$ cat src/hw/rv_frontend_pkg.sv
// rv64i front end shared definitions: widths, major opcodes and instruction classes
package rv_frontend_pkg;

  // datapath widths
  localparam int PC_WD        = 64;
  localparam int INST_WD      = 32;
  // instruction sram, byte address and double-word read data
  localparam int SRAM_ADDR_WD = 32;
  localparam int SRAM_DATA_WD = 64;

  // rv64i major opcodes, inst[6:0]
  typedef enum logic [6:0] {
    LUI       = 7'b0110111,
    AUIPC     = 7'b0010111,
    JAL       = 7'b1101111,
    JALR      = 7'b1100111,
    // conditional branches, funct3 picks the compare
    BRANCH    = 7'b1100011,
    LOAD      = 7'b0000011,
    STORE     = 7'b0100011,
    // register-immediate alu ops
    OP_IMM    = 7'b0010011,
    // 32-bit word forms, rv64 only
    OP_IMM_32 = 7'b0011011,
    // register-register alu ops
    OP        = 7'b0110011,
    OP_32     = 7'b0111011,
    // ecall, ebreak, csr access
    SYSTEM    = 7'b1110011
  } opcode_e;

  // instruction class seen by the back end
  typedef enum logic [3:0] {
    CLS_LUI     = 4'd0,
    CLS_AUIPC   = 4'd1,
    // jal is resolved in id
    CLS_JAL     = 4'd2,
    // jalr and branches need rs1, only classified here
    CLS_JALR    = 4'd3,
    CLS_BRANCH  = 4'd4,
    CLS_LOAD    = 4'd5,
    CLS_STORE   = 4'd6,
    // op_imm and op_imm_32
    CLS_ALU_IMM = 4'd7,
    // op and op_32
    CLS_ALU_REG = 4'd8,
    CLS_SYSTEM  = 4'd9,
    // any opcode not listed above
    CLS_ILLEGAL = 4'd10
  } inst_class_e;

endpackage

$ cat src/hw/rv_frontend.sv
// rv64i front end top: fetch and decode stages with jal redirect
`timescale 1ns/1ns

module rv_frontend #(
  // first fetch goes to reset value + 4
  parameter logic [rv_frontend_pkg::PC_WD-1:0] PC_RESETVAL = 64'h0000_0000_7fff_fffc
) (
  input  logic                                      i_clk,
  input  logic                                      i_rst,
  // instruction sram, kept outside the core
  output logic                                      o_inst_sram_ren,
  output logic [rv_frontend_pkg::SRAM_ADDR_WD-1:0]  o_inst_sram_addr,
  input  logic [rv_frontend_pkg::SRAM_DATA_WD-1:0]  i_inst_sram_rdata,
  // decoded item to ex
  input  logic                                      i_es_allowin,
  output logic                                      o_ds_to_es_valid,
  output logic [rv_frontend_pkg::PC_WD-1:0]         o_ds_to_es_pc,
  output logic [rv_frontend_pkg::INST_WD-1:0]       o_ds_to_es_inst,
  output rv_frontend_pkg::inst_class_e              o_ds_to_es_class,
  output logic [63:0]                               o_ds_to_es_imm
);

  import rv_frontend_pkg::*;

  // if to id
  logic               fs_to_ds_valid;
  logic [PC_WD-1:0]   fs_to_ds_pc;
  logic [INST_WD-1:0] fs_to_ds_inst;
  logic               ds_allowin;

  // id to if redirect
  logic               br_taken;
  logic [PC_WD-1:0]   br_target;

  // fetch
  rv_if_stage #(
    .PC_RESETVAL       (PC_RESETVAL)
  ) if_stage_i (
    .i_clk             (i_clk),
    .i_rst             (i_rst),
    .i_ds_allowin      (ds_allowin),
    .i_br_taken        (br_taken),
    .i_br_target       (br_target),
    .o_fs_to_ds_valid  (fs_to_ds_valid),
    .o_fs_to_ds_pc     (fs_to_ds_pc),
    .o_fs_to_ds_inst   (fs_to_ds_inst),
    .o_inst_sram_ren   (o_inst_sram_ren),
    .o_inst_sram_addr  (o_inst_sram_addr),
    .i_inst_sram_rdata (i_inst_sram_rdata)
  );

  // decode, also squashes the wrong-path fetch
  rv_id_stage id_stage_i (
    .i_clk             (i_clk),
    .i_rst             (i_rst),
    .i_fs_to_ds_valid  (fs_to_ds_valid),
    .i_fs_to_ds_pc     (fs_to_ds_pc),
    .i_fs_to_ds_inst   (fs_to_ds_inst),
    .o_ds_allowin      (ds_allowin),
    .o_br_taken        (br_taken),
    .o_br_target       (br_target),
    .i_es_allowin      (i_es_allowin),
    .o_ds_to_es_valid  (o_ds_to_es_valid),
    .o_ds_to_es_pc     (o_ds_to_es_pc),
    .o_ds_to_es_inst   (o_ds_to_es_inst),
    .o_ds_to_es_class  (o_ds_to_es_class),
    .o_ds_to_es_imm    (o_ds_to_es_imm)
  );

endmodule

$ cat src/hw/rv_id_stage.sv
// instruction decode stage that classifies instructions, builds immediates and resolves jal
`timescale 1ns/1ns

module rv_id_stage (
  input  logic                                  i_clk,
  input  logic                                  i_rst,
  // item from if
  input  logic                                  i_fs_to_ds_valid,
  input  logic [rv_frontend_pkg::PC_WD-1:0]     i_fs_to_ds_pc,
  input  logic [rv_frontend_pkg::INST_WD-1:0]   i_fs_to_ds_inst,
  output logic                                  o_ds_allowin,
  // jal redirect to if
  output logic                                  o_br_taken,
  output logic [rv_frontend_pkg::PC_WD-1:0]     o_br_target,
  // item to ex
  input  logic                                  i_es_allowin,
  output logic                                  o_ds_to_es_valid,
  output logic [rv_frontend_pkg::PC_WD-1:0]     o_ds_to_es_pc,
  output logic [rv_frontend_pkg::INST_WD-1:0]   o_ds_to_es_inst,
  output rv_frontend_pkg::inst_class_e          o_ds_to_es_class,
  output logic [63:0]                           o_ds_to_es_imm
);

  import rv_frontend_pkg::*;

  // pipeline register
  logic               ds_valid;
  logic [PC_WD-1:0]   ds_pc;
  logic [INST_WD-1:0] ds_inst;

  // the if item is accepted and not squashed
  logic               ds_load;

  // decode
  opcode_e            opcode;
  inst_class_e        inst_class;

  // immediate formats all sign-extended to 64 bits
  logic [63:0]        imm_i;
  logic [63:0]        imm_s;
  logic [63:0]        imm_b;
  logic [63:0]        imm_u;
  logic [63:0]        imm_j;

  // decode finishes in one cycle so only ex can hold id
  assign o_ds_allowin     = !ds_valid || i_es_allowin;
  assign o_ds_to_es_valid = ds_valid;

  // jal leaving id this cycle redirects if
  assign o_br_taken  = o_ds_to_es_valid && i_es_allowin && (inst_class == CLS_JAL);
  assign o_br_target = ds_pc + imm_j;

  // the if item behind a taken jal is the sequential wrong path
  assign ds_load = i_fs_to_ds_valid && o_ds_allowin && !o_br_taken;

  always_ff @(posedge i_clk) begin
    if (i_rst) begin
      ds_valid <= 1'b0;
    end else if (o_ds_allowin) begin
      // squashed item just drops out
      ds_valid <= i_fs_to_ds_valid && !o_br_taken;
    end
  end

  // payload only moves on a real transfer
  always_ff @(posedge i_clk) begin
    if (ds_load) begin
      ds_pc   <= i_fs_to_ds_pc;
      ds_inst <= i_fs_to_ds_inst;
    end
  end

  // major opcode
  assign opcode = opcode_e'(ds_inst[6:0]);

  always_comb begin
    case (opcode)
      LUI:       inst_class = CLS_LUI;
      AUIPC:     inst_class = CLS_AUIPC;
      JAL:       inst_class = CLS_JAL;
      JALR:      inst_class = CLS_JALR;
      BRANCH:    inst_class = CLS_BRANCH;
      LOAD:      inst_class = CLS_LOAD;
      STORE:     inst_class = CLS_STORE;
      OP_IMM:    inst_class = CLS_ALU_IMM;
      OP_IMM_32: inst_class = CLS_ALU_IMM;
      OP:        inst_class = CLS_ALU_REG;
      OP_32:     inst_class = CLS_ALU_REG;
      SYSTEM:    inst_class = CLS_SYSTEM;
      // unknown encodings
      default:   inst_class = CLS_ILLEGAL;
    endcase
  end

  // i-type from inst[31:20]
  assign imm_i = {{52{ds_inst[31]}}, ds_inst[31:20]};
  // s-type split around the rd field
  assign imm_s = {{52{ds_inst[31]}}, ds_inst[31:25], ds_inst[11:7]};
  // b-type in 2-byte steps
  assign imm_b = {{51{ds_inst[31]}}, ds_inst[31], ds_inst[7], ds_inst[30:25],
                  ds_inst[11:8], 1'b0};
  // u-type takes the upper 20 bits and sign-extends past bit 31
  assign imm_u = {{32{ds_inst[31]}}, ds_inst[31:12], 12'b0};
  // j-type in 2-byte steps
  assign imm_j = {{43{ds_inst[31]}}, ds_inst[31], ds_inst[19:12], ds_inst[20],
                  ds_inst[30:21], 1'b0};

  // immediate by class
  always_comb begin
    case (inst_class)
      CLS_LUI,
      CLS_AUIPC:   o_ds_to_es_imm = imm_u;
      CLS_JAL:     o_ds_to_es_imm = imm_j;
      CLS_BRANCH:  o_ds_to_es_imm = imm_b;
      CLS_STORE:   o_ds_to_es_imm = imm_s;
      CLS_LOAD,
      CLS_JALR,
      CLS_ALU_IMM,
      CLS_SYSTEM:  o_ds_to_es_imm = imm_i;
      // register ops and illegal carry no immediate
      default:     o_ds_to_es_imm = '0;
    endcase
  end

  assign o_ds_to_es_pc    = ds_pc;
  assign o_ds_to_es_inst  = ds_inst;
  assign o_ds_to_es_class = inst_class;

endmodule

$ cat src/hw/rv_if_stage.sv
// instruction fetch stage with pc register, next-pc select, sram read and if-to-id handshake
`timescale 1ns/1ns

module rv_if_stage #(
  parameter logic [rv_frontend_pkg::PC_WD-1:0] PC_RESETVAL = '0
) (
  input  logic                                      i_clk,
  input  logic                                      i_rst,
  // id can take the next item
  input  logic                                      i_ds_allowin,
  // jal redirect from id
  input  logic                                      i_br_taken,
  input  logic [rv_frontend_pkg::PC_WD-1:0]         i_br_target,
  // item to id
  output logic                                      o_fs_to_ds_valid,
  output logic [rv_frontend_pkg::PC_WD-1:0]         o_fs_to_ds_pc,
  output logic [rv_frontend_pkg::INST_WD-1:0]       o_fs_to_ds_inst,
  // instruction sram
  output logic                                      o_inst_sram_ren,
  output logic [rv_frontend_pkg::SRAM_ADDR_WD-1:0]  o_inst_sram_addr,
  input  logic [rv_frontend_pkg::SRAM_DATA_WD-1:0]  i_inst_sram_rdata
);

  import rv_frontend_pkg::*;

  // pre-if has a new fetch request whenever the core is out of reset
  logic               to_fs_valid;

  // if stage state
  logic               fs_valid;
  logic               fs_allowin;
  logic [PC_WD-1:0]   fs_pc;

  // next pc candidates
  logic [PC_WD-1:0]   seq_pc;
  logic [PC_WD-1:0]   next_pc;

  // first request goes out in the first cycle after reset
  assign to_fs_valid = ~i_rst;

  // empty, or the held item leaves this cycle
  // fetch always completes in one cycle
  assign fs_allowin = !fs_valid || i_ds_allowin;

  assign o_fs_to_ds_valid = fs_valid;

  // sequential path unless id resolved a jal this cycle
  assign seq_pc  = fs_pc + PC_WD'(4);
  assign next_pc = i_br_taken ? i_br_target : seq_pc;

  // valid flag
  always_ff @(posedge i_clk) begin
    if (i_rst) begin
      fs_valid <= 1'b0;
    end else if (fs_allowin) begin
      fs_valid <= to_fs_valid;
    end
  end

  // pc moves together with each new sram request
  // reset value sits one word before the boot address
  always_ff @(posedge i_clk) begin
    if (i_rst) begin
      fs_pc <= PC_RESETVAL;
    end else if (to_fs_valid && fs_allowin) begin
      fs_pc <= next_pc;
    end
  end

  // read issues with the pc load and data comes back next cycle
  // no request while stalled so the sram output holds
  assign o_inst_sram_ren  = to_fs_valid && fs_allowin;
  assign o_inst_sram_addr = next_pc[SRAM_ADDR_WD-1:0];

  // pc[2] picks the 32-bit half of the 64-bit read word
  // bit 2 set selects the low half
  always_comb begin
    if (fs_pc[2]) begin
      o_fs_to_ds_inst = i_inst_sram_rdata[INST_WD-1:0];
    end else begin
      o_fs_to_ds_inst = i_inst_sram_rdata[SRAM_DATA_WD-1:INST_WD];
    end
  end

  assign o_fs_to_ds_pc = fs_pc;

endmodule

$ cat config.mk
export PLATFORM = sky130hd
export DESIGN_NAME = rv_frontend
export DESIGN_NICKNAME = d
export VERILOG_FILES = /design/src/hw/rv_frontend_pkg.sv /design/src/hw/rv_frontend.sv /design/src/hw/rv_id_stage.sv /design/src/hw/rv_if_stage.sv
export SDC_FILE = /design/constraint.sdc
export NUM_CORES = 1
export LEC_CHECK = 0
export BUFFER_PORTS_ARGS = -buffer_cell sky130_fd_sc_hd__buf_2
export CORE_MARGIN = 2
export CORE_UTILIZATION = 60
export DETAILED_ROUTE_END_ITERATION = 8
export PLACE_DENSITY = 0.88
export SLEW_MARGIN = 40
export SYNTH_ARGS = -nofsm -noshare
export SYNTH_HDL_FRONTEND = slang
export SYNTH_SLANG_ARGS = --single-unit
$ cat constraint.sdc
create_clock -name i_clk -period 16.5 [get_ports i_clk]
set_input_delay 0.825 -clock i_clk [delete_from_list [all_inputs] [get_ports i_clk]]
set_output_delay 0.825 -clock i_clk [all_outputs]
set_load 0.02 [all_outputs]
After elaboration in Yosys (flattened, before gate mapping)
Cells that the tools add are included.
{"block": "word_totals", "regBits": 162, "in_bits": 67, "output_inout_bits": 198, "elab_cells": 48}
{"block": "op_classes", "add_sub_neg": 2, "n_eq_ne": 20, "mux": 4, "bitwise_logic": 1, "n_reduce_logical": 16}
{"cell": "one-hot mux 64 bit (5 select lines)", "n": 1}
{"cell": "adder 64 x 3 -> 64 bit, second input constant", "n": 1}
{"cell": "adder 64 bit", "n": 1}
{"cell": "two-way mux 64 bit", "n": 1}
{"cell": "one-hot mux 4 bit (10 select lines)", "n": 1}
{"cell": "two-way mux 32 bit", "n": 1}
{"cell": "equality test 7 x 6 -> 1 bit, second input constant", "n": 4}
{"cell": "equality test 7 bit, second input constant", "n": 4}
{"cell": "equality test 7 x 5 -> 1 bit, second input constant", "n": 3}
{"cell": "equality test 4 x 3 -> 1 bit, second input constant", "n": 4}
{"cell": "equality test 4 x 2 -> 1 bit, second input constant", "n": 2}
{"cell": "equality test 7 x 2 -> 1 bit, second input constant", "n": 1}
{"cell": "logical AND 1 bit", "n": 6}
{"cell": "OR reduction 2 bit", "n": 3}
{"cell": "equality test 4 x 1 -> 1 bit, second input constant", "n": 1}
{"cell": "equality test 4 bit, second input constant", "n": 1}
{"cell": "zero test 4 bit", "n": 1}
{"cell": "OR reduction 4 bit", "n": 1}
{"cell": "zero test 1 bit", "n": 3}
{"cell": "logical OR 1 bit", "n": 2}
{"cell": "inverter 1 bit", "n": 1}

Depth between registers and ports, before layout
{"block": "depth", "depth_word": 7, "depth_mapped": 13, "depth_no_buf": 13}

By module
From an unflattened synthesis, not the netlist that was laid out.
{"block": "hier_totals", "cells_unflattened": 1480, "area_unflattened_um2": 12633.4}
{"module": "rv_id_stage", "n_inst": 1, "cells_each": 767, "area_per_inst_um2": 7428.4}
{"module": "rv_if_stage", "n_inst": 1, "cells_each": 713, "area_per_inst_um2": 5205.0}

Worst setup path before layout
Ideal clock, no wire load.
{"block": "synth_timing", "kind": "register to register", "from": "reg id_stage_i.ds_inst[5] (netlist: id_stage_i.o_ds_to_es_inst[5])", "to": "reg id_stage_i.ds_inst[0] (netlist: id_stage_i.o_ds_to_es_inst[0]), enable pin", "arrival_ns": 8.142, "path_slack_ns": 7.661, "stages_incl_launch_ff": 6, "period_less_slack_ns": 8.839, "path_cell_list": "edfxtp_1 -> nor2b_1 -> and3_1 -> nand3_1 -> nand2_1 -> a21boi_0"}
{"block": "synth_via", "elab_chain_cells": 7}
{"item": "start, declared", "line_no": "rv_id_stage.sv:29", "source": "logic [INST_WD-1:0] ds_inst;"}
{"item": "start signal, assigned", "line_no": "rv_id_stage.sv:69", "source": "ds_inst <= i_fs_to_ds_inst;"}
{"item": "equality test 7 x 6 -> 1 bit or equality test 7 x 5 -> 1 bit (tied branches)", "line_no": "rv_id_stage.sv:77", "source": "case (opcode)"}
{"item": "OR reduction 2 bit (no line)"}
{"item": "one-hot mux 4 bit (10 select lines) (*)", "line_no": "rv_id_stage.sv:77"}
{"item": "equality test 4 x 2 -> 1 bit (*)", "line_no": "rv_id_stage.sv:50", "source": "assign o_br_taken = o_ds_to_es_valid && i_es_allowin && (inst_class == CLS_JAL);"}
{"item": "logical AND 1 bit (*)", "line_no": "rv_id_stage.sv:50"}
{"item": "zero test 1 bit (*)", "line_no": "rv_id_stage.sv:54", "source": "assign ds_load = i_fs_to_ds_valid && o_ds_allowin && !o_br_taken;"}
{"item": "logical AND 1 bit (*)", "line_no": "rv_id_stage.sv:54"}
{"item": "net id_stage_i.ds_load", "line_no": "rv_id_stage.sv:32", "source": "logic ds_load;"}
Mark *: on every way through the listed nets, which the timed path passes. The rest lies on a longest branch.
A chain may end at the register's enable or synchronous reset.

Final worst setup path
{"block": "layout_timing", "from": "reg id_stage_i.ds_inst[21] (netlist: id_stage_i.o_ds_to_es_inst[21])", "to": "out o_inst_sram_addr[31] in the netlist's numbering"}
{"block": "layout_via", "elab_chain_cells": 2}
{"item": "adder 64 bit", "line_no": "rv_id_stage.sv:51", "source": "assign o_br_target = ds_pc + imm_j;"}
{"item": "two-way mux 64 bit", "line_no": "rv_if_stage.sv:49", "source": "assign next_pc = i_br_taken ? i_br_target : seq_pc;"}
{"item": "end, declared", "line_no": "rv_frontend.sv:12", "source": "output logic [rv_frontend_pkg::SRAM_ADDR_WD-1:0] o_inst_sram_addr,"}
Every way passes these cells.

==> reports/results.txt <==
Top Ports - 265
Worst clock skew - 0.0119 ns
Worst supply voltage drop on vdd - 0.0000844 V
Area share of the largest cell type after synthesis - 24.2%
Number of antenna violations at the first check in global routing - 2
Most common flop cell mapped by yosys - sky130_fd_sc_hd__edfxtp_1
Overall Global Routing Usage - 33.0%
Final nets - 1,656
Setup total negative slack - 0 ns
Worst-Skew Late Latency - 0.44 ns
Antenna Diode Count - 0
Net Count, Synth - 1,491
Routed via count - 11,300
Period utilization - 29.7%
DIE HEIGHT - 145 um
Detailed-placement wirelength estimate - 26,800 um
Worst max-slew margin expressed relative to the limit - 45.3%
Pin count of the biggest net entering global routing - 61
Yosys warns - 0
Pre-CTS setup slack - 12.14 ns
Violation count after the first detailed-route iteration - 1,196
Post-detailed-route DRC marker count - 0
Leak - 5.97 nW
Leading cell types by count after synthesis - sky130_fd_sc_hd__nand2_1, sky130_fd_sc_hd__a21oi_1, sky130_fd_sc_hd__edfxtp_1
Setup repair after global routing missed its margin - no
Floorplan die width - 145 um
Critical Path AT - 4.08 ns
Detail-routed via count per cell - 6.29
Global-route wire length before repair - 55,800 um
Post-layout power - 1.48 mW
Routed WL per cell - 19.9 um
Top cells by area in the synthesized netlist - sky130_fd_sc_hd__edfxtp_1, sky130_fd_sc_hd__dfxtp_1, sky130_fd_sc_hd__ha_1
Flip-flop and latch count after synthesis - 162
Crit path capture type - output pin
Achievable Freq - 204 MHz
Count of nets left with antenna violations after detail routing - 0
Fraction of layout instances using a drive strength above 1 - 24.4%
Most frequent cell on the critical path - sky130_fd_sc_hd__o21ai_0
Via count of the first global-routing pass - 10,300
Share of flip-flops with an asynchronous set or reset after synthesis - 0%
EDFF count, synth - 96
Crit-path max cell delay - 0.64 ns
CP Data Required Time - 15.67 ns
Post-Synthesis Cell Area - 0.0119 mm^2
Number of violations of the max-capacitance limit - 0
Ratio of total power to cell area - 109 mW/mm^2
Minimum setup slack in the final design - 11.60 ns
Crit path max-delay cell type - sky130_fd_sc_hd__o41ai_1
Unique masters post-synth - 87
Count of TritonRoute iterations in the first routing pass - 5
Count of buffers inserted at the top-level ports - 264
Final count of negative-setup-slack endpoints - 0
H-tree levels - 4
Leftover overflow at the end of global routing - 0
Hold violation total from the final report - 0
Sequential fraction of the synthesis area - 35.2%
Final worst path period need - 4.90 ns
Total wirelength of the detailed-routed design - 35,900 um
Worst slew pin tran - 0.821 ns
Count of buffer and inverter cells on the critical path - 2
Critical path type - flop to output pin
Clock edge transition at the registers on the reported setup and hold paths - 0.07 ns
Number of buffers inserted during clock tree synthesis - 17
Largest fanout of any net on the critical path - 5
Class of the tightest hold or removal check - flop to flop
Filler instances - 1,573
Number of pins with negative max-slew slack in the final report - 0
Number of buffers inserted to repair setup after CTS - 0
Clock tree sinks - 162
CP delay by family, top - compound AO/OA/AOI/OAI gates
Sort of element at the start of the critical path - flop
Run status - finished clean
Root Buffer - sky130_fd_sc_hd__clkbuf_16
Post-synthesis cell count - 1,360
Cell area after layout - 0.0135 mm^2
Number of buffers on the longest clock path - 2
Placement row count - 51
Initial core utilization - 61.3%
Most frequent cell after synthesis - sky130_fd_sc_hd__nand2_1
Resized Gates After CTS - 0
Largest area contributor in the netlist - sky130_fd_sc_hd__edfxtp_1
Area after DPL - 0.0130 mm^2
Relative area change from synthesis to final layout - 13.2%
Placer Congestion - 0.965
Synthesized area divided by synthesized cell count - 8.77 um^2
Total die area - 0.0210 mm^2
Cell-by-cell trace of the critical path - ha_1 -> inv_1 -> fa_1 -> nor2b_1 -> o31a_1 -> o21ai_0 -> nand2_1 -> a31oi_1 -> o41ai_1 -> a221oi_1 -> xor2_1 -> o21ai_0 -> buf_2
Clock tree from TritonCTS - yes
# hold bufs at CTS - 0
Core Box Area - 0.0195 mm^2
## flip-flops by register name (all words and copies together), names as in the netlist
signal,cells
id_stage_i.o_ds_to_es_pc,64
if_stage_i.o_fs_to_ds_pc,64
id_stage_i.o_ds_to_es_inst,32
id_stage_i.o_ds_to_es_valid,1
if_stage_i.o_fs_to_ds_valid,1
## logic make-up (layout without fill, tap and decap cells)
kind of cell    after synthesis  in the layout  synth area share, %
buf+inv                     158            336                 7.06
flops                       162            162                 35.2
fa+ha+maj                    64             64                 6.78
compound gates              415            415                 23.3
mux                          42             42                 3.87
simple gates                443            443                 18.1
xor+xnor                     76             76                 5.58
## cell type report
type,instances,area [um^2],area share [%]
Clock inverter,13,105,0.779
Inverter,31,116,0.862
Sequential cell,162,4200,31.1
Timing Repair Buffer,273,1390,10.3
Tap cell,265,332,2.46
Clock buffer,19,433,3.21
Multi-Input combinational cell,1040,6920,51.3
## final timing paths
path	slack, ns	start	depth (start not counted)	end
worst min register to register	0.45	if_stage_i.o_fs_to_ds_pc[62]	0	id_stage_i.o_ds_to_es_pc[62]
worst min-delay path	0.45	if_stage_i.o_fs_to_ds_pc[62]	0	id_stage_i.o_ds_to_es_pc[62]
worst max-delay path	11.60	id_stage_i.o_ds_to_es_inst[21]	13	o_inst_sram_addr[31]
worst max register to register	12.57	id_stage_i.o_ds_to_es_inst[31]	12	if_stage_i.o_fs_to_ds_pc[57]
## power breakdown
part	internal, mW	switching [mW]
Combinational	0.210	0.377
Sequential	0.473	0.0457
Clock	0.195	0.175
## per-stage QoR
stage	hold slack [ns]	utilization, %	std cells
2_1_floorplan	0.406	-	1360
3_3_place_gp	0.421	66.5	1771
3_5_place_dp	0.433	66.6	1771
4_1_cts	0.449	69.3	1803
5_1_grt	0.463	69.4	1803
6_report	0.448	69.4	1803
## cells in the final DEF (no fill, tap or decap), types with 5 or more instances in the layout
master / n
sky130_fd_sc_hd__o22ai_1: 8
sky130_fd_sc_hd__and4_1: 8
sky130_fd_sc_hd__nor3_1: 16
sky130_fd_sc_hd__xnor2_1: 40
sky130_fd_sc_hd__inv_1: 31
sky130_fd_sc_hd__a211o_1: 6
sky130_fd_sc_hd__a21oi_1: 118
sky130_fd_sc_hd__a31oi_1: 15
sky130_fd_sc_hd__a211oi_1: 7
sky130_fd_sc_hd__a22o_1: 5
sky130_fd_sc_hd__o211ai_1: 6
sky130_fd_sc_hd__nor2_1: 75
sky130_fd_sc_hd__nand2b_1: 8
sky130_fd_sc_hd__xor2_1: 36
sky130_fd_sc_hd__mux2_2: 33
sky130_fd_sc_hd__a221oi_1: 5
sky130_fd_sc_hd__a21o_1: 52
sky130_fd_sc_hd__buf_4: 9
sky130_fd_sc_hd__nor2b_1: 8
sky130_fd_sc_hd__dfxtp_1: 66
sky130_fd_sc_hd__o21bai_1: 15
sky130_fd_sc_hd__o21ai_0: 92
sky130_fd_sc_hd__and3_1: 25
sky130_fd_sc_hd__nor4_1: 6
sky130_fd_sc_hd__o21a_1: 12
sky130_fd_sc_hd__mux2i_1: 9
sky130_fd_sc_hd__clkbuf_16: 17
sky130_fd_sc_hd__and2_1: 15
sky130_fd_sc_hd__or3_1: 9
sky130_fd_sc_hd__buf_2: 264
sky130_fd_sc_hd__edfxtp_1: 96
sky130_fd_sc_hd__ha_1: 63
sky130_fd_sc_hd__nand2_1: 158
sky130_fd_sc_hd__o21ai_1: 5
sky130_fd_sc_hd__nand4_1: 29
sky130_fd_sc_hd__nand3_1: 64
## layer usage
| metal | up-vias | part of all wire [%] | track usage, % | wire length, um |
|---|---|---|---|---|
| met5 | - | 0.033 | 0 | 12 |
| met4 | 2 | 3.0 | 11.8 | 1080 |
| met3 | 101 | 9.8 | 7.11 | 3530 |
| met2 | 605 | 46 | 52.5 | 16600 |
| met1 | 5335 | 41 | 44.5 | 14800 |
| li1 | 5304 | - | - | - |
Note: power is estimated with default switching activity, not from simulation.
